`src/verilog/bp_params.svh`:
```
`ifndef BP_PARAMS_SVH
`define BP_PARAMS_SVH

// history length, also the counter table index width
`define BP_GH_WIDTH 12

// jumps in flight, sets checkpoint and tracker depth
`define BP_QUEUE_LEN 16

// fetch address width
`define BP_PC_WIDTH 32

// lowest pc bit in the index, instructions are word aligned
`define BP_PC_LSB 2

`endif

```
`src/verilog/bp_fetch_pkg.sv`:
```
`include "bp_params.svh"

package bp_fetch_pkg;

    // table index, same width as the history
    typedef logic [`BP_GH_WIDTH-1:0] index_t;

    typedef logic [`BP_PC_WIDTH-1:0] pc_t;

    // request from the fetch stage, 34 bits
    typedef struct packed {
        logic   valid;
        logic   is_jump;
        pc_t    pc;
    } fetch_req_t;

    // prediction handed back one cycle later, 15 bits
    typedef struct packed {
        logic   valid;
        logic   is_jump;
        logic   taken;     // upper counter bit
        index_t index;     // pc bits xor history
    } pred_t;

endpackage

```
`src/verilog/fetch_capture.sv`:
```
`timescale 1ns/1ps
`include "bp_params.svh"

module fetch_capture (
    input  logic                      clk,
    input  logic                      rstn,
    input  bp_fetch_pkg::fetch_req_t  fetch,
    input  logic [`BP_GH_WIDTH-1:0]   gh,
    input  logic                      flush,
    output bp_fetch_pkg::pred_t       pred_req,
    output logic [`BP_GH_WIDTH-1:0]   index
);

    logic                     valid_q;
    logic                     is_jump_q;
    logic [`BP_PC_WIDTH-1:0]  pc_q;

    always_ff @(posedge clk) begin
        if (!rstn) begin
            valid_q <= 1'b0;
        end else begin
            valid_q <= fetch.valid && !flush;   // squashed on mispredict
        end
    end

    always_ff @(posedge clk) begin
        is_jump_q <= fetch.is_jump;
        pc_q      <= fetch.pc;
    end

    // gshare hash against the live history
    assign index = pc_q[`BP_PC_LSB +: `BP_GH_WIDTH] ^ gh;

    always_comb begin
        pred_req.valid   = valid_q;
        pred_req.is_jump = is_jump_q;
        pred_req.taken   = 1'b0;        // filled in from the table
        pred_req.index   = index;
    end

endmodule

```
`config.mk`:
```
export PLATFORM = sky130hd
export DESIGN_NAME = fetch_capture
export DESIGN_NICKNAME = d
export VERILOG_FILES = /design/src/verilog/bp_fetch_pkg.sv /design/src/verilog/fetch_capture.sv
export VERILOG_INCLUDE_DIRS = /design/src /design/src/verilog
export SDC_FILE = /design/constraint.sdc
export NUM_CORES = 1
export LEC_CHECK = 0
export ABC_AREA = 1
export BUFFER_PORTS_ARGS = -buffer_cell sky130_fd_sc_hd__buf_2
export CAP_MARGIN = 0
export CORE_ASPECT_RATIO = 0.75
export CORE_UTILIZATION = 34
export CTS_BUF_LIST = sky130_fd_sc_hd__clkbuf_16
export DETAILED_ROUTE_END_ITERATION = 8
export GPL_TIMING_DRIVEN = 0
export PLACE_DENSITY_LB_ADDON = 0.15
export SYNTH_ARGS = -nofsm -noshare
export SYNTH_HDL_FRONTEND = slang
export SYNTH_SLANG_ARGS = --single-unit
```
`constraint.sdc`:
```
create_clock -name clk -period 2 [get_ports clk]
set_clock_uncertainty 0.15 [all_clocks]
set_input_delay 0.2 -clock clk [delete_from_list [all_inputs] [get_ports clk]]
set_output_delay 0.2 -clock clk [all_outputs]
set_load 0.02 [all_outputs]
```
---- Word-level counts from Yosys, hierarchy flattened ----
Cells that the tools add are included.
storage, ports and cells
  flip-flop bits (word level) ............. 16
  input port bits ......................... 49
  output and inout bits ................... 27
  logic and storage cells ................. 6
operators by class
  bitwise logic cells ..................... 1
  reductions and logical operators ........ 2
operators by type and width
  kind               number
  12-bit XOR         1
  1-bit logical AND  1
  1-bit logical NOT  1

---- Depth between registers and ports, before layout ----
  depth in word-level cells ............... 2
  mapped depth ............................ 4
  depth with buffers taken out ............ 3

---- Least setup slack after synthesis ----
No wires, ideal clock.
  path type ............................... flip-flop to output port
  start ................................... register pc_q[2]
  end ..................................... output port pred_req[0] (netlist bit)
  data arrival time ....................... 0.726 ns
  required time ........................... 1.650 ns
  path slack .............................. 0.924 ns
  stages on the path, launching flop included .. 5
  path buffers ............................ 1
  cell sequence ........................... dfxtp_1 inv_1 nand2_1 nand2_1 buf_4
on the way
  longest elaborated chain between the ends .. 1
ends and longest elaborated chain
  element                   line                 text
  start: declaration        fetch_capture.sv:16  logic [`BP_PC_WIDTH-1:0] pc_q;
  start signal: assignment  fetch_capture.sv:28  pc_q <= fetch.pc;
  12-bit XOR                fetch_capture.sv:32  assign index = pc_q[`BP_PC_LSB +: `BP_GH_WIDTH] ^ gh;
  end: declaration          fetch_capture.sv:10  output bp_fetch_pkg::pred_t pred_req,
No other way between the ends.

==> flow_summary_export.csv <==
group,metric,value,unit
outcome,status,"finished, final reports clean",
timing,fmax,746,MHz
critical_path,required,1.65,ns
floorplanning,die_h,39.3,um
clock_network,post_cts_buffers,0,
timing,layout_min_cycle_time,1.34,ns
timing,hold_viol,0,
clock_network,cts_max_level,1,
route,wl_met3,127,um
logic_synthesis,synthCells,92,
timing,final-setup-viol-count,0,
place,dp_hpwl,937,um
clock_network,cts-buffers-inserted,3,
route,via_per_inst,3.79,
route,met1_length,449,um
route,vias,702,
route,antenna_left,0,
critical_path,cp-start-kind,"flip-flop",
floorplanning,start_util,36.2,%
pwr,vdd.ir_drop.worst,0.972,mV
pwr,p_seq_share,35.0,%
critical_path,path_max_fanout,2,
floorplanning,ios,76,
pwr,combPwrFrac,23.4,%
place,dpl_cell_area,927,um^2
route,wl_per_cell,6.64,um
place,dp_worst_setup_slack,0.909,ns
critical_path,cp-end-kind,"output port",
global_route,track_usage,11.1,%
logic_synthesis,yosysWarnings,0,
route,drt_iter0_drc,6,
critical_path,cp_top_family,"flip-flops",
pwr,swShare,23.8,%
route,first_pass_iters,4,
logic_synthesis,synth_area_per_cell,6.84,um^2
hold_path,hold_depth,3,
floorplanning,num_rows,13,
timing,rsz0062_at_grt,"no",
logic_synthesis,synth_nets,141,
critical_path,arrival,0.99,ns
logic_synthesis,yosys_register_bits,14,
place,gp_congestion,0.647,
route,drc,0,
pwr,p_leak,0.747,nW
hold_path,min_from,"fetch[33]",
hold_path,hold_class,"in -> reg",
logic_synthesis,synth_area,629,um^2
global_route,grt-ovfl-total,0,
pwr,p_sw,205,uW
timing,finalWorstSetupSlack,0.659,ns
timing,fin_crit_sh,67.0,%
cells_and_area,final_area,0.00114,mm^2
route,maxUsedRoutingLayer,"met3",
critical_path,cpMostUsedCell,"nand2_1",
floorplanning,die_w,51.7,um
clock_network,clock_sinks,14,
critical_path,path_class,"reg -> out",
timing,hold_slack,0.0264,ns
route,finalWirelength,1230,um
timing,drv_slew,0,
critical_path,crit_chain,"inv_1, nand2_1, nand2_1, buf_4, buf_2",
pwr,power_density,753,mW/mm^2
cells_and_area,fin_nets,214,
logic_synthesis,ys_types,6,
hold_path,min_to,"valid_q",
pwr,pwr-share-clk,41.6,%
cells_and_area,n_antenna_cell,0,
run,maxCapViolCount,0,
clock_network,clockBufferDepth,2,
cells_and_area,area_growth,81.5,%
clock_network,post_cts_resized,0,
global_route,antenna_found_initial,0,
clock_network,cts_root_buf,"clkbuf_16",
route,dr_wl_met2,651,um
clock_network,cts_tree,"yes",
place,portBuffers,54,
global_route,grt_pass1_wl,1530,um
global_route,grt_max_degree,8,
floorplanning,core_region_area,0.00174,mm^2
clock_network,cts_hold_buf,14,
global_route,grt_pass1_vias,454,
clock_network,clk_pin_slew,0.04,ns
critical_path,cpMaxStageDelayCell,"dfxtp_1",
critical_path,cp_num_buf_inv,3,
floorplanning,die_area,0.00203,mm^2
timing,tns,0,ns
critical_path,slowest_delay,0.32,ns
pwr,internal_power,655,uW
logic_synthesis,ys_seq_area_share,44.5,%
cells_and_area,drive_gt1_share,44.2,%
[layout make-up]
class                      instances  area (um^2)
inverter                          24         90.1
multi-input combinational         39          146
tap                               22         27.5
sequential                        14          280
timing repair buffer              68          410
clock buffer                       3         75.1
buffer                            15          113
fill                             162          598
[layout by cell type (no fill, tap or decap)]
master         Yosys  layout
buf_2              0      54
nor2_1             1       1
inv_1             24      24
conb_1             1       1
dfxtp_1           14      14
buf_4             15      15
clkbuf_16          0       3
nand2_1           37      37
dlygate4sd3_1      0      14
[per-stage QoR]
stage / power, mW / instances / util (%)
after detailed placement: 0.488 / 168 / 53.3
after CTS: 0.874 / 185 / 65.6
final: 0.860 / 185 / 65.6
after floorplan: 0.420 / 92 / -
after global routing: 0.913 / 185 / 65.6
after global placement: 0.482 / 168 / 53.3
[registers in the layout, summed over array words and instances, names as in the netlist]
name	count
valid_q	1
is_jump_q	1
pc_q	12
[logic make-up (layout without fill, tap and decap cells)]
group / Yosys count / count (layout) / synth area share [%]
other: 1 / 1 / 0.596
DFF: 14 / 14 / 44.5
buffers and inverters: 39 / 110 / 32.2
and+or+nand+nor: 38 / 38 / 22.7
[worst max-delay path by stage]
stage	startpoint	endpoint	depth (start not counted)	slack (ns)
after floorplan	pc_q[2]	pred_req[0]	4	0.92
after global placement	pc_q[9]	pred_req[7]	5	0.94
after detailed placement	pc_q[5]	pred_req[3]	5	0.91
after CTS	pc_q[5]	pred_req[3]	5	0.65
after global routing	pc_q[5]	pred_req[3]	5	0.58
final	pc_q[5]	pred_req[3]	5	0.66
[synth_stat cells]
cell	n	area [um^2]
buf_4	15	113
dfxtp_1	14	280
nor2_1	1	3.75
nand2_1	37	139
conb_1	1	3.75
inv_1	24	90.1
[layer usage]
metal,GRT usage [%],vias to the layer above
met1,7.87,290
met5,0,-
li1,-,378
met3,6.98,0
met4,4.05,0
met2,23.7,34
[tightest hold or removal path, delay by kind of cell]
family,cells,cell delay (ns)
buffers and inverters,1,0.09
and+or+nand+nor,2,0.07
[power groups by stage]
| stage | Clock (mW) | Sequential, mW | Combinational (mW) |
|---|---|---|---|
| floorplan | 0 | 0.305 | 0.115 |
| global placement | 0 | 0.305 | 0.177 |
| detailed placement | 0 | 0.306 | 0.181 |
| CTS | 0.370 | 0.301 | 0.203 |
| global route | 0.392 | 0.302 | 0.219 |
| finish | 0.358 | 0.301 | 0.201 |
No activity file was read; power rests on OpenSTA's default activity.
