`src/verilog/bp_params.svh`:
```
`ifndef BP_PARAMS_SVH
`define BP_PARAMS_SVH

// history length, also the counter table index width
`define BP_GH_WIDTH 12

// jumps in flight, sets checkpoint and tracker depth
`define BP_QUEUE_LEN 16

// fetch address width
`define BP_PC_WIDTH 32

// lowest pc bit in the index, instructions are word aligned
`define BP_PC_LSB 2

`endif

```
`src/verilog/ghr.sv`:
```
`timescale 1ns/1ps
`include "bp_params.svh"

module ghr (
    input  logic                     clk,
    input  logic                     rstn,
    output logic [`BP_GH_WIDTH-1:0]  gh,
    input  logic                     taken_pdc,
    input  logic                     mis_pdc,
    input  logic                     is_jump_pdc,
    input  logic                     is_jump_ex,
    input  logic                     update_en
);

    localparam int GH_W   = `BP_GH_WIDTH;
    localparam int DEPTH  = `BP_QUEUE_LEN;
    localparam int SLOT_W = $clog2(DEPTH);
    localparam int PTR_W  = $clog2(DEPTH + 1);

    // corrected histories, newest at entry 0
    logic [GH_W-1:0]   chkpt_q [0:DEPTH-1];
    logic [PTR_W-1:0]  pointer;     // outstanding jumps
    logic [PTR_W-1:0]  oldest;
    logic              push;

    assign push   = update_en && is_jump_pdc && !mis_pdc;
    assign oldest = pointer - 1'b1;

    // history as it would be had the guess been wrong
    always_ff @(posedge clk) begin
        if (push) begin
            chkpt_q[0] <= {gh[GH_W-2:0], ~taken_pdc};
            for (int i = 1; i < DEPTH; i++) begin
                chkpt_q[i] <= chkpt_q[i-1];
            end
        end
    end

    always_ff @(posedge clk) begin
        if (!rstn) begin
            pointer <= '0;
        end else if (update_en) begin
            if (mis_pdc) begin
                pointer <= '0;                  // younger jumps squashed
            end else if (is_jump_ex && !is_jump_pdc) begin
                pointer <= pointer - 1'b1;
            end else if (is_jump_pdc && !is_jump_ex) begin
                pointer <= pointer + 1'b1;
            end
        end
    end

    always_ff @(posedge clk) begin
        if (!rstn) begin
            gh <= '0;
        end else if (update_en) begin
            if (mis_pdc) begin
                gh <= chkpt_q[oldest[SLOT_W-1:0]];  // restore oldest checkpoint
            end else if (is_jump_pdc) begin
                gh <= {gh[GH_W-2:0], taken_pdc};
            end
        end
    end

endmodule

```
`config.mk`:
```
export PLATFORM = sky130hd
export DESIGN_NAME = ghr
export DESIGN_NICKNAME = d
export VERILOG_FILES = /design/src/verilog/ghr.sv
export VERILOG_INCLUDE_DIRS = /design/src /design/src/verilog
export SDC_FILE = /design/constraint.sdc
export NUM_CORES = 1
export LEC_CHECK = 0
export BUFFER_PORTS_ARGS = -buffer_cell sky130_fd_sc_hd__buf_2
export CAP_MARGIN = 20
export CORE_MARGIN = 5
export CORE_UTILIZATION = 35
export CTS_CLUSTER_DIAMETER = 50
export DETAILED_ROUTE_END_ITERATION = 6
export PLACE_DENSITY_LB_ADDON = 0.08
export SYNTH_ARGS = -nofsm -noshare
export SYNTH_HDL_FRONTEND = slang
export SYNTH_SLANG_ARGS = --single-unit
```
`constraint.sdc`:
```
create_clock -name clk -period 12.38 [get_ports clk]
set_clock_uncertainty 0.1 [all_clocks]
set_input_delay 2.476 -clock clk [delete_from_list [all_inputs] [get_ports clk]]
set_output_delay 2.476 -clock clk [all_outputs]
set_load 0.005 [all_outputs]
```
* After elaboration in Yosys (flattened, before gate mapping)
Memory sizes are Yosys's and may differ from the RTL's. Cells that the tools add are included.
Storage, ports and cells: register bits 17, latch bits 0, memory bits (writable) 192, bits in read-only memories 0, bits of input ports 7, output and inout port bits 12, logic and storage cells 24, memories 1
Operators by class: add/subtract/negate cells 2, multiply operators 0, divide/modulo/power cells 0, magnitude comparators 0, eq/ne operators 0, shift-type cells 0, multiplexer cells 7, bitwise logic cells 1, reduce and logical (&&, ||, !) cells 11
Memories:
- chkpt_q | depth 16, bits a word 12, rd ports 16, clocked after memory_dff 0, wr ports 16, line ghr.sv:21 | logic [GH_W-1:0] chkpt_q [0:DEPTH-1];
Operators by type and width (count):
- 2-to-1 mux 12 bit | 2
- 2-to-1 mux 5 bit | 3
- adder 5 x 1 -> 5 bit (second input constant) | 1
- subtractor 5 x 1 -> 5 bit (second input constant) | 1
- logical AND 1 bit | 4
- AND reduction 2 bit | 2
- zero test 1 bit | 3
- nonzero test 3 bit | 1
- 2-to-1 mux 1 bit | 2
- nonzero test 2 bit | 1
- inverter 1 bit | 1

* Depth between registers and ports, before layout
depth in word-level cells 5, depth in mapped cells 11

* Worst setup path before layout
OpenSTA, ideal clock, no wires.
path type input to register, start point in mis_pdc, end point mem chkpt_q[0][0] (netlist name), enable pin, arrival 10841 ps, data required time 11534 ps, slack 693 ps, stages 3, cells stage by stage clkbuf_1 clkbuf_1 nor2_1
RTL lines:
- start: declaration | line ghr.sv:9 | input logic mis_pdc,
- end: declaration | line ghr.sv:21

==> run summary <==
root buffer cell = sky130_fd_sc_hd__clkbuf_16
register area share after synthesis = 0.735
via count of the first global-routing pass = 4504
status = complete, no violations
Internal Power = 1.33 mW
total inserted antenna cells = 0
number of max-slew violations in the final report = 0
routed vias = 4234
Clock Sink Count = 208
die footprint = 26800 um2
CTS hold repair buffers = 0
final setup slack of the worst path = 7.87 ns
switching power of the nets = 0.374 mW
RSZ-0062 raised after global routing = no
CTS clock-pin slew for the worst setup and hold paths = 0.06 ns
leading cell types in the layout, fill and taps excluded = 192 x sky130_fd_sc_hd__edfxtp_1, 45 x sky130_fd_sc_hd__mux2_2, 29 x sky130_fd_sc_hd__nand2_1, 27 x sky130_fd_sc_hd__clkbuf_16, 25 x sky130_fd_sc_hd__nor3_1
maximum count of clock buffers along a single path = 3
Yosys cell types = 34
number of buffers inserted by post-CTS setup repair = 0
total global routing overflow = 0
compound-cell area share of the yosys netlist = 0.0612
number of cells produced by synthesis = 478
antenna violations before repair = 0
dominant combinational cell family by area after synthesis = multiplexers
number of cells on the worst reg-to-reg path = 7
crit path capture type = flop
max cap viols = 0
routed wirelength normalized by instance count = 19.9 um
first-iteration detailed-routing DRC count = 324
CP Buf/Inv Count = 2
global-route wire length before repair = 26400 um
Data arrival, critical path = 4.54 ns
GRT Util Overall = 0.126
critical path, cell by cell = buf_2 > nand2_1 > nor2_4 > buf_12
post-synthesis instance area = 8280 um2
TritonCTS clock tree = yes
Synth Warn # = 0
worst hold endpoint = chkpt_q[13][3]$_DFFE_PP_
Clock Power Share = 0.454
multiplexer fraction of the synthesized cell area = 0.133
crit-path max cell delay = 0.73 ns
FF-to-FF End = gh[0]$_SDFFE_PN0P_
total power density per cell area = 177 nW/um2
highest clock rate = 0.222 GHz
most frequent standard cell in the layout excluding fill and tap cells = sky130_fd_sc_hd__edfxtp_1
Antenna Nets Post-Route = 0
total count of hold-check failures in the final report = 0
Final Util = 0.411
final net count = 509
worst reg2reg path startpoint = pointer[0]$_SDFFE_PN0P_
insertion delay of the later-clocked pin in the worst-skew pair = 0.52 ns
ys async rst share = 0
kind of start point of the critical path = input pin
shortest period the worst path allows = 4.51 ns
die height = 164 um
total clock buffers created by CTS = 26
Core Region = 23400 um2
maximum level of the CTS H-tree = 1
Yosys reg bits = 208
Routed Wire Length = 16600 um
total I/O pin count = 19
x dimension of the die = 164 um
Worst Tran Pin Value = 1.06 ns
leakage component of the power = 3.10 nW
Comb power frac = 0.075
sum of negative setup slack = 0 ns
Max-slew headroom = 0.292
DR pass1 iterations = 4
via density per instance = 5.05
area of all placed cells without fillers = 9620 um2
number of port buffers = 18
post-synthesis share of cell area spent on and, or, nand and nor gates = 0.0391
final cell count without fillers = 838
placed cell count = 791
maximum vdd drop = 89.8 uV
xor and xnor area share after synthesis = 0.00755
largest driver fanout on the critical path = 160
cell with the largest stage delay on the worst path = sky130_fd_sc_hd__nor2_4
count of endpoints failing setup in the final report = 0
Flop pwr share = 0.471
register-to-register path setup slack = 9.39 ns
half-perimeter wire length after detailed placement = 9310 um
synthesized net count = 487
routability cong. = 0.699
maximum number of pins on one net before global-route repair = 161
number of gates given a new drive strength after cts = 0
Avg Synthesized Cell Area = 17.3 um2
pre-CTS worst setup slack = 7.41 ns
Layout area overhead = 16.1%
prevailing post-synth register cell = sky130_fd_sc_hd__edfxtp_1
sw frac = 0.220
cell area after placement = 8730 um2
total DRC errors in the routed layout = 0
Setup CP Type = input pin to flop
origin of the worst min-delay path = chkpt_q[12][3]$_DFFE_PP_
standard-cell row count = 56
Crit path max-delay family = simple AND/OR/NAND/NOR gates
number of enable-type register cells in the synthesized netlist = 192
type of the most critical hold path = flop to flop
WP data required = 12.41 ns
adder-cell share of the synthesized area = 0.00302
initial cell density of the core = 0.354
post-route clock period utilization = 0.364
fraction of layout cells with a size suffix above 1 = 0.264
Worst Hold Path Cells = 0
power by group through the flow:
| stage | Sequential (mW) | Combinational [mW] | Clock [mW] |
|---|---|---|---|
| 5_1_grt | 0.803 | 0.139 | 0.824 |
| 6_report | 0.801 | 0.127 | 0.773 |
| 3_3_place_gp | 0.815 | 0.129 | 0 |
| 4_1_cts | 0.801 | 0.130 | 0.794 |
| 3_5_place_dp | 0.816 | 0.130 | 0 |
| 2_1_floorplan | 0.815 | 0.0878 | 0 |
kinds of logic after synthesis:
kind of cell | Yosys count
and+or+nand+nor | 69
muxes | 71
xor gates and xnor gates | 5
DFF | 208
adders and majority gates | 2
buffers and inverters | 43
AOI/OAI and AO/OA | 80
cell type report:
cell class                 instances  area, um2
timing repair buffer              22        133
inverter                          15       56.3
clock buffer                      34        712
fill                            2165      13800
sequential                       208       6090
clock inverter                    13        173
tap                              319        399
multi-input combinational        227       2060
routing by layer:
metal / vias to the layer above / share of wire / GRT usage
li1: 1954 / - / -
met1: 2175 / 0.48 / 0.183
met2: 77 / 0.45 / 0.190
met3: 28 / 0.045 / 0.0274
met4: 0 / 0.022 / 0.0381
met5: - / 0 / 0
metrics by stage:
step	total power [mW]	hold WS (ns)
3_5_place_dp	0.945	0.329
6_report	1.70	0.337
5_1_grt	1.77	0.351
4_1_cts	1.73	0.342
2_1_floorplan	0.903	0.317
3_3_place_gp	0.943	0.322
worst max-delay path by stage:
stage	startpoint	end	slack [ns]	cells after the start
final	update_en	chkpt_q[13][8]$_DFFE_PP_	7.87	4
after global routing	update_en	chkpt_q[14][5]$_DFFE_PP_	7.81	4
after CTS	update_en	chkpt_q[15][5]$_DFFE_PP_	7.97	4
after detailed placement	update_en	chkpt_q[13][5]$_DFFE_PP_	7.41	4
after global placement	update_en	chkpt_q[14][5]$_DFFE_PP_	7.49	4
after floorplan	mis_pdc	chkpt_q[0][0]$_DFFE_PP_	0.69	3
synthesized netlist by cell type, drive strengths merged, types with 2 or more instances:
library cell	n	area (um2)
and2	4	25.0
nor2	4	15.0
a21oi	23	115
xnor2	2	17.5
o21ai	18	90.1
nor3	25	125
mux4	26	593
dfxtp	16	320
o22ai	23	144
a2111oi	2	23.8
inv	15	56.3
mux2	45	507
ha	2	25.0
buf	16	78.8
edfxtp	192	5770
o311a	11	110
a21boi	2	15.0
xor2	3	45.1
clkbuf	12	45.0
nand2	29	109
registers in the layout, summed over array words and instances, names as in the netlist:
register / flops
chkpt_q: 192
gh: 12
pointer: 4
Power figures use the tool's default switching activity.
