===== config.mk =====
export PLATFORM = sky130hd
export DESIGN_NAME = branch_tracker
export DESIGN_NICKNAME = d
export VERILOG_FILES = /design/src/verilog/bp_fetch_pkg.sv /design/src/verilog/bp_resolve_pkg.sv /design/src/verilog/branch_tracker.sv
export VERILOG_INCLUDE_DIRS = /design/src /design/src/verilog
export SDC_FILE = /design/constraint.sdc
export NUM_CORES = 1
export LEC_CHECK = 0
export BUFFER_PORTS_ARGS = -buffer_cell sky130_fd_sc_hd__buf_2
export CORE_MARGIN = 2
export CORE_UTILIZATION = 40
export DETAILED_ROUTE_END_ITERATION = 6
export GPL_ROUTABILITY_DRIVEN = 0
export MAX_ROUTING_LAYER = met4
export PLACE_DENSITY_LB_ADDON = 0.25
export SLEW_MARGIN = 0
export SYNTH_ARGS = -nofsm -noshare
export SYNTH_HDL_FRONTEND = slang
export SYNTH_SLANG_ARGS = --single-unit

===== constraint.sdc =====
create_clock -name clk -period 4.04 [get_ports clk]
set_input_delay 0.808 -clock clk [delete_from_list [all_inputs] [get_ports clk]]
set_output_delay 0.808 -clock clk [all_outputs]
set_load 0.01 [all_outputs]

===== src/verilog/bp_params.svh =====
`ifndef BP_PARAMS_SVH
`define BP_PARAMS_SVH

// history length, also the counter table index width
`define BP_GH_WIDTH 12

// jumps in flight, sets checkpoint and tracker depth
`define BP_QUEUE_LEN 16

// fetch address width
`define BP_PC_WIDTH 32

// lowest pc bit in the index, instructions are word aligned
`define BP_PC_LSB 2

`endif


===== src/verilog/bp_fetch_pkg.sv =====
`include "bp_params.svh"

package bp_fetch_pkg;

    // table index, same width as the history
    typedef logic [`BP_GH_WIDTH-1:0] index_t;

    typedef logic [`BP_PC_WIDTH-1:0] pc_t;

    // request from the fetch stage, 34 bits
    typedef struct packed {
        logic   valid;
        logic   is_jump;
        pc_t    pc;
    } fetch_req_t;

    // prediction handed back one cycle later, 15 bits
    typedef struct packed {
        logic   valid;
        logic   is_jump;
        logic   taken;     // upper counter bit
        index_t index;     // pc bits xor history
    } pred_t;

endpackage


===== src/verilog/bp_resolve_pkg.sv =====
`include "bp_params.svh"

package bp_resolve_pkg;

    // execute stage outcome, always for the oldest jump
    typedef struct packed {
        logic valid;
        logic taken;
    } resolve_t;

    // counter table write, 14 bits
    typedef struct packed {
        logic                 valid;
        bp_fetch_pkg::index_t index;
        logic                 taken;   // real outcome
    } pht_upd_t;

    // mispredict report, 13 bits
    typedef struct packed {
        logic                 valid;
        bp_fetch_pkg::index_t index;   // entry that was wrong
    } mispredict_t;

endpackage


===== src/verilog/branch_tracker.sv =====
`timescale 1ns/1ps
`include "bp_params.svh"

module branch_tracker (
    input  logic                         clk,
    input  logic                         rstn,
    input  bp_fetch_pkg::pred_t          pred,
    input  bp_resolve_pkg::resolve_t     resolve,
    output bp_resolve_pkg::pht_upd_t     upd,
    output bp_resolve_pkg::mispredict_t  mispredict,
    output logic                         is_jump_ex
);

    localparam int DEPTH  = `BP_QUEUE_LEN;
    localparam int SLOT_W = $clog2(DEPTH);

    typedef struct packed {
        logic                  taken;
        logic [`BP_GH_WIDTH-1:0] index;
    } trk_entry_t;

    trk_entry_t       fifo_q [0:DEPTH-1];
    logic [SLOT_W:0]  wr_ptr;
    logic [SLOT_W:0]  rd_ptr;
    logic [SLOT_W:0]  occupancy;
    logic             empty;
    logic             push;
    logic             pop;
    logic             wrong;
    trk_entry_t       head;

    // extra pointer bit tells full from empty
    assign occupancy = wr_ptr - rd_ptr;
    assign empty     = (occupancy == '0);

    assign push  = pred.valid && pred.is_jump;
    assign pop   = resolve.valid && !empty;
    assign head  = fifo_q[rd_ptr[SLOT_W-1:0]];
    assign wrong = pop && (head.taken != resolve.taken);

    always_ff @(posedge clk) begin
        if (push && !wrong) begin
            fifo_q[wr_ptr[SLOT_W-1:0]] <= '{taken: pred.taken, index: pred.index};
        end
    end

    always_ff @(posedge clk) begin
        if (!rstn) begin
            wr_ptr <= '0;
            rd_ptr <= '0;
        end else if (wrong) begin
            wr_ptr <= '0;                   // drop everything younger
            rd_ptr <= '0;
        end else begin
            if (push) begin
                wr_ptr <= wr_ptr + 1'b1;
            end
            if (pop) begin
                rd_ptr <= rd_ptr + 1'b1;
            end
        end
    end

    // train with the real outcome, right or wrong
    always_comb begin
        upd.valid        = pop;
        upd.index        = head.index;
        upd.taken        = resolve.taken;
        mispredict.valid = wrong;
        mispredict.index = head.index;
    end

    assign is_jump_ex = pop;

endmodule


# Word level (Yosys, flattened, before mapping)
# Memory sizes are Yosys's and may differ from the RTL's. A register that Yosys moved wholly into a read port is not among the register bits.
# Index checks and enable logic that the tools add are counted.
[totals] reg_bits=10 mem_count=1 input_bits=19 output_inout_bits=28 ramBits=208 wordCells=20
[mem_list] memory="fifo_q" words=16 word_bits=13 rd=1 rd_clocked_by_memory_dff=1 write_ports=1 line_no="branch_tracker.sv:22" source="trk_entry_t fifo_q [0:DEPTH-1];"
[classes] mux=4 n_bitwise=1 addsub=3 n_eq_ne=1 reduce_logical=8
[op_table] cell="adder 5 x 1 -> 5 bit, second input constant" n=2
[op_table] cell="two-way mux 4 bit" n=2
[op_table] cell="logical NOT 5 bit" n=1
[op_table] cell="subtractor 5 bit" n=1
[op_table] cell="logical AND 1 bit" n=4
[op_table] cell="logical NOT 1 bit" n=2
[op_table] cell="two-way mux 1 bit" n=2
[op_table] cell="OR reduction 2 bit" n=1
[op_table] cell="!= test 1 bit" n=1
[op_table] cell="inverter 1 bit" n=1

# Longest topological paths before layout
# Gate-level depths: netlist of the first run.
[logic_depth] word_depth=9 depth_mapped=8 ltp_nobuf=7

# Least setup slack after synthesis of the first run
# No wires, ideal clock.
[synth_timing] kind="register -> register" start="register rd_ptr[2]" end="memory fifo_q[3][0] (netlist bit), enable pin" arrival_time_ns=2.882 stages_incl_launch_ff=8 required_ns=3.623 n_path_buf=0 setup_time_ns=0.417 slack_ns=0.741 synth_period_minus_slack_ns=3.299 path_cell_list="dfxtp_1 > inv_1 > ha_1 > a21oi_1 > a211o_1 > a211oi_2 > a211oi_4 > nor4_1"
[synth_between] elab_chain_cells=9
[synth_lines] item="from (decl)" line_no="branch_tracker.sv:24" source="logic [SLOT_W:0] rd_ptr;"
[synth_lines] item="from (signal assigned)" line_no="branch_tracker.sv:59" source="rd_ptr <= rd_ptr + 1'b1;"
[synth_lines] item="subtractor 5 bit" line_no="branch_tracker.sv:33" source="assign occupancy = wr_ptr - rd_ptr;"
[synth_lines] item="logical NOT 5 bit" line_no="branch_tracker.sv:34" source="assign empty = (occupancy == '0);"
[synth_lines] item="logical NOT 1 bit" line_no="branch_tracker.sv:37" source="assign pop = resolve.valid && !empty;"
[synth_lines] item="logical AND 1 bit" line_no="branch_tracker.sv:37"
[synth_lines] item="logical AND 1 bit" line_no="branch_tracker.sv:39" source="assign wrong = pop && (head.taken != resolve.taken);"
[synth_lines] item="logical NOT 1 bit" line_no="branch_tracker.sv:42" source="if (push && !wrong) begin"
[synth_lines] item="logical AND 1 bit" line_no="branch_tracker.sv:42"
[synth_lines] item="two-way mux 1 bit" line_no="branch_tracker.sv:42"
[synth_lines] item="two-way mux 1 bit (not written as such)" line_no="branch_tracker.sv:43" source="fifo_q[wr_ptr[SLOT_W-1:0]] <= '{taken: pred.taken, index: pred.index};"
[synth_lines] item="to (decl)" line_no="branch_tracker.sv:22"
# Every way passes these cells.

==> flow_summary.toml, run 1 <==
[critical_path]
startpoint_type = "flop"
timing.critical_path.fanout_max = 14
criticalPathCategory = "flop to output pin"
r2r_slack_ns = 1.04
required_ns = 3.23
cp.arrival_ns = 2.79
r2r-start = "rd_ptr[2]"
r2r.worst_path.cells = 10
worstSetupEndpointType = "output pin"
timing.rr.end = "fifo_q[13][10]"
crit_path_end = "mispredict[12]"

[clock_network]
path_clk_slew_ns = 0.06
clockBufferDepth = 3
cts_sinks = 222
cts_tree = "done"
cts-resized-gates = 0
root_buffer = "clkbuf_16"
cts_made_buffers = 24
postCtsHoldBufs = 0
insertion_delay_ns = 0.50
cts.htree.levels = 1
post_cts_buffers = 0

[timing]
setup_slack_ns = 0.4407
slew-limit-headroom = 0.4810
fin_crit_ns = 3.599
rsz0062_at_grt = "false"
fin_skew_ns = 0.01345
max_freq_ghz = 0.2778
whs_ns = 0.5292
setup_violations = 0
tns_ns = 0
drv_slew = 0
worst_slew_pin_slew_ns = 0.7757
fin_crit_sh = 0.8909
hold_viol = 0

[grt]
antenna_found_initial = 0
grt_max_degree = 40
grt_pass1_vias = 4434
grtUsageTotal = 0.1647
overflow = 0
grt_pass1_wl_mm = 27.90

[power]
ir_worst_vdd_mv = 0.2466
p_int_mw = 4.373
power_frac_clock = 0.373
seqPwrFrac = 0.457
comb_power_share = 0.170
leakagePower_nw = 3.273
switching_power_mw = 1.346
power.total_mw = 5.720
powerDensity_nw_per_um2 = 559.8
p_sw_frac = 0.2354

[route]
viasPerCell = 5.421
ant_nets = 0
avgRoutedWirePerCell_um = 23.11
vias = 4239
drt_pass1_iterations = 4
met1Wirelength_mm = 7.692
drt_iter0_markers = 284
drt-total-wl_mm = 18.07
drc = 0
wl_met2_mm = 9.039
top_layer = "met4"
routed-wl-met3_mm = 1.116

[cells_and_area]
nets = 514
antenna_cells = 0
layoutNonFillerInstCount = 782
drive_above_1_share = 0.3506
final_area_sq_um = 10220
layout_commonest_cell = "edfxtp_1"
final_cell_mix = "edfxtp_1 (208), mux4_2 (64), buf_2 (46)"
synthToLayoutAreaGrowth_pct = 15.40
utilization = 0.4696

[logic_synthesis]
synth_seq_cells = 222
seq_area_frac_synth = 0.7371
ys_types = 34
syn_area_per_cell_sq_um = 20.78
synth_cells = 426
syn_area_sq_um = 8853
synth_nets = 454
yosys_warnings = 0

[floorplanning]
die_width_um = 152.8
design.core.area_sq_um = 21760
die-area_sq_um = 23340
initial_core_util = 0.4069
io_pins = 47
die_h_um = 152.8
rows = 54

[place]
dp.cells = 740
postPlaceCellArea_sq_um = 9443
dpl.hpwl_mm = 10.51
port-buffer-count = 46
dp_slack_ns = 0.9472

[outcome]
status = "finished, final reports clean"

[worst_hold_path]
min_path_type = "flop to flop"

[job]
cap_viol_max_count = 0
critical path: stages (launching register included):
cell and delay (ns):
dfxtp_4 0.54, mux4_2 0.56, a22oi_2 0.21, nand4_1 0.18
a211oi_4 0.38, buf_4 0.27, buf_2 0.15
synth_stat cells:
| library cell | instances | area (sq um) |
|---|---|---|
| or3_1 | 1 | 6.260 |
| nand2b_1 | 2 | 12.51 |
| a21oi_1 | 1 | 5.000 |
| buf_6 | 3 | 33.78 |
| a31o_2 | 1 | 8.760 |
| a211oi_1 | 6 | 45.04 |
| mux2i_1 | 1 | 10.01 |
| nand4_1 | 2 | 12.51 |
| nor2_1 | 19 | 71.32 |
| nand3_1 | 5 | 25.02 |
| dfxtp_1 | 14 | 280.3 |
| xor2_1 | 2 | 17.52 |
| buf_2 | 3 | 15.01 |
| a211oi_2 | 1 | 12.51 |
| nor4_1 | 1 | 6.260 |
| xor3_1 | 1 | 23.77 |
| a211o_1 | 1 | 8.760 |
| nand2_1 | 15 | 56.30 |
| or4_1 | 3 | 22.52 |
| buf_4 | 15 | 112.6 |
| clkbuf_2 | 1 | 5.000 |
| edfxtp_1 | 208 | 6246 |
| mux4_2 | 64 | 1441 |
| o31ai_1 | 3 | 22.52 |
| nand3b_1 | 3 | 22.52 |
| xnor2_1 | 4 | 35.03 |
| a22oi_2 | 1 | 12.51 |
| nor3_1 | 9 | 45.04 |
| clkbuf_1 | 13 | 48.80 |
| inv_1 | 9 | 33.78 |
| nor2b_1 | 2 | 12.51 |
| o21ai_0 | 2 | 10.01 |
| ha_1 | 9 | 112.6 |
| a211oi_4 | 1 | 20.02 |
area by class of cell:
type	instances	area (sq um)
Timing Repair Buffer	69	427.9
Clock buffer	29	640.6
Multi-Input combinational cell	160	2100
Tap cell	280	350.3
Fill cell	1827	11540
Clock inverter	13	133.9
Inverter	9	33.78
Sequential cell	222	6531
cell families after synthesis:
logic type	after synthesis	share of synthesized area
AO/OA/AOI/OAI	17	0.01639
buffers and inverters	44	0.02812
XOR/XNOR	7	0.008620
flip-flops	222	0.7371
AND/OR/NAND/NOR	62	0.03307
multiplexers	65	0.1639
adder cells (fa/ha/maj)	9	0.01272
worst min path at each step:
stage                   start        end  slack, ns  cells past startpoint
global route        rd_ptr[3]  rd_ptr[3]       0.58                      2
finish              rd_ptr[4]  rd_ptr[4]       0.53                      2
global placement    rd_ptr[4]  rd_ptr[4]       0.53                      2
detailed placement  rd_ptr[4]  rd_ptr[4]       0.52                      2
floorplan           rd_ptr[3]       flop       0.49                      2
CTS                 rd_ptr[4]  rd_ptr[4]       0.54                      2
sequential cells by signal (all words and copies together) (netlist names), named ones only:
| signal | flops |
|---|---|
| fifo_q | 208 |
| rd_ptr | 5 |
| wr_ptr | 5 |
per-layer routing:
layer	vias to the layer above	track usage
met1	2238	0.2236
li1	1856	-
met5	-	-
met3	21	0.02617
met4	0	0.03792
met2	124	0.2654
power by group through the flow:
| stage | Clock, mW | Sequential (mW) | Combinational (mW) |
|---|---|---|---|
| 6_report | 2.13 | 2.61 | 0.973 |
| 5_1_grt | 2.28 | 2.62 | 1.06 |
| 4_1_cts | 2.18 | 2.62 | 0.998 |
| 3_5_place_dp | 0 | 2.67 | 0.997 |
| 3_3_place_gp | 0 | 2.66 | 0.984 |
| 2_1_floorplan | 0 | 2.61 | 0.818 |
No activity file was read; power rests on OpenSTA's default activity.
==> run 2: changes to the inputs <==
ABC_CLOCK_PERIOD_IN_PS = 4040   (was unset)
BUFFER_PORTS_ARGS = unset   (was -buffer_cell sky130_fd_sc_hd__buf_2)
DONT_BUFFER_PORTS = 1   (was unset)
==> run 2 against run 1 <==
Net effect: count of clock-buffer cells in the layout fell by 2; cell count fell by 5.8%; sequential share of layout area rose by 0.86 points; combinational power fell by 16%; core utilization fell by 0.62 points; first-iteration DRC count rose by 52%; global-route usage fell by 1.2 points; sequential cell count did not move; via count fell by 4.5%; largest cell class unchanged; largest power group unchanged.
==> flow_summary.toml, run 2 (synthesis gave the netlist of run 1 again) <==
[outcome]
status = "finished, final reports clean"

[floorplanning]
die-area_sq_um = 23340
initial_core_util = 0.4069
io_pins = 47
die_h_um = 152.8
die_width_um = 152.8
rows = 54
design.core.area_sq_um = 21760

[critical_path]
cp.arrival_ns = 2.75
startpoint_type = "flop"
worstSetupEndpointType = "output pin"
required_ns = 3.23
criticalPathCategory = "flop to output pin"
timing.critical_path.fanout_max = 21

[route]
drt_iter0_markers = 431
ant_nets = 0
vias = 4050
avgRoutedWirePerCell_um = 23.14
drc = 0
drt_pass1_iterations = 7
viasPerCell = 5.495
drt-total-wl_mm = 17.06

[power]
seqPwrFrac = 0.455
p_int_mw = 4.496
ir_worst_vdd_mv = 0.3994
powerDensity_nw_per_um2 = 576.1
switching_power_mw = 1.313
p_sw_frac = 0.2261
comb_power_share = 0.141
power_frac_clock = 0.404
leakagePower_nw = 3.120

[clock_network]
clockBufferDepth = 3
post_cts_buffers = 0
postCtsHoldBufs = 0
root_buffer = "clkbuf_16"
insertion_delay_ns = 0.50
cts.htree.levels = 1
cts_sinks = 222
cts-resized-gates = 0
cts_tree = "done"
cts_made_buffers = 24
path_clk_slew_ns = 0.06

[timing]
drv_slew = 0
fin_skew_ns = 0.01718
max_freq_ghz = 0.2811
hold_viol = 0
fin_crit_ns = 3.558
worst_slew_pin_slew_ns = 0.7231
setup_violations = 0
slew-limit-headroom = 0.5180
rsz0062_at_grt = "false"
fin_crit_sh = 0.8806
tns_ns = 0

[worst_hold_path]
min_path_type = "primary input to flop"
hp-start = "pred[9]"

[grt]
overflow = 0
gr-usage-met2 = 0.2447
grt_pass1_vias = 4183
grtUsageMet3 = 0.03043
grt_busiest_layer = "met2"
grt_pass1_wl_mm = 26.20
antenna_found_initial = 0
grt_max_degree = 33
grtUsageMet1 = 0.2054
grtUsageTotal = 0.1528

[place]
dpl.hpwl_mm = 10.21
postPlaceCellArea_sq_um = 9213
port-buffer-count = 0

[cells_and_area]
antenna_cells = 0
synthToLayoutAreaGrowth_pct = 13.88
final_cell_mix = "edfxtp_1 (208), mux4_2 (64), clkbuf_16 (25)"
layout_commonest_cell = "edfxtp_1"
largest_reg_flops = 208
final_area_sq_um = 10080
drive_above_1_share = 0.2932
nets = 468

[job]
cap_viol_max_count = 0
run 2: cell count changes in the layout (fill, tap and decap cells not counted):
cell	previous run	this run
bufinv_16	3	6
clkbuf_1	4	2
clkinvlp_4	0	3
clkinv_2	5	2
buf_2	46	0
clkinv_4	0	1
clkinv_1	5	4
run 2: final timing paths:
kind / end / slack [ns] / depth (start not counted)
min: fifo_q[7][9] / 0.40 / 0
max: mispredict[12] / 0.48 / 4
min reg2reg: rd_ptr[4] / 0.52 / 2
max reg2reg: fifo_q[12][7] / 0.87 / 7
run 2: power by group through the flow:
| stage | combinational [mW] | sequential [mW] | clock (mW) |
|---|---|---|---|
| 3_3_place_gp | 0.829 | 2.69 | 0 |
| 2_1_floorplan | 0.818 | 2.61 | 0 |
| 4_1_cts | 0.839 | 2.65 | 2.41 |
| 5_1_grt | 0.889 | 2.66 | 2.49 |
| 3_5_place_dp | 0.837 | 2.70 | 0 |
| 6_report | 0.819 | 2.64 | 2.35 |
run 2: worst max-delay path, cell delays in order, from the launching register on:
cell and delay, ns:
dfxtp_4 0.64, mux4_2 0.58, a22oi_2 0.21, nand4_1 0.19
a211oi_4 0.63
run 2: area by class of cell:
| class | count | area, sq um |
|---|---|---|
| fillers | 1823 | 11670 |
| repair buffers | 23 | 197.7 |
| multi-input cells | 160 | 2100 |
| well taps | 280 | 350.3 |
| flip-flops and latches | 222 | 6531 |
| clock inverters | 16 | 236.5 |
| clock buffers | 27 | 633.1 |
| inverters | 9 | 33.78 |
run 2: layer usage:
metal | up-vias | routed length, um
li1 | 1765 | -
met1 | 2179 | 7420
met2 | 88 | 8570
met3 | 18 | 873
met4 | 0 | 189
met5 | - | 0
run 2: stage by stage:
stage | hold slack, ns | utilization | std cells | power [mW] | setup slack [ns]
3_5_place_dp | 0.5219 | 0.4235 | 694 | 3.533 | 0.8299
5_1_grt | 0.3733 | 0.4634 | 737 | 6.035 | 0.2847
4_1_cts | 0.3755 | 0.4634 | 737 | 5.898 | 0.3939
6_report | 0.3977 | 0.4634 | 737 | 5.809 | 0.4825
2_1_floorplan | 0.4881 | - | 426 | 3.430 | 0.7414
3_3_place_gp | 0.5162 | 0.4235 | 694 | 3.523 | 0.9074
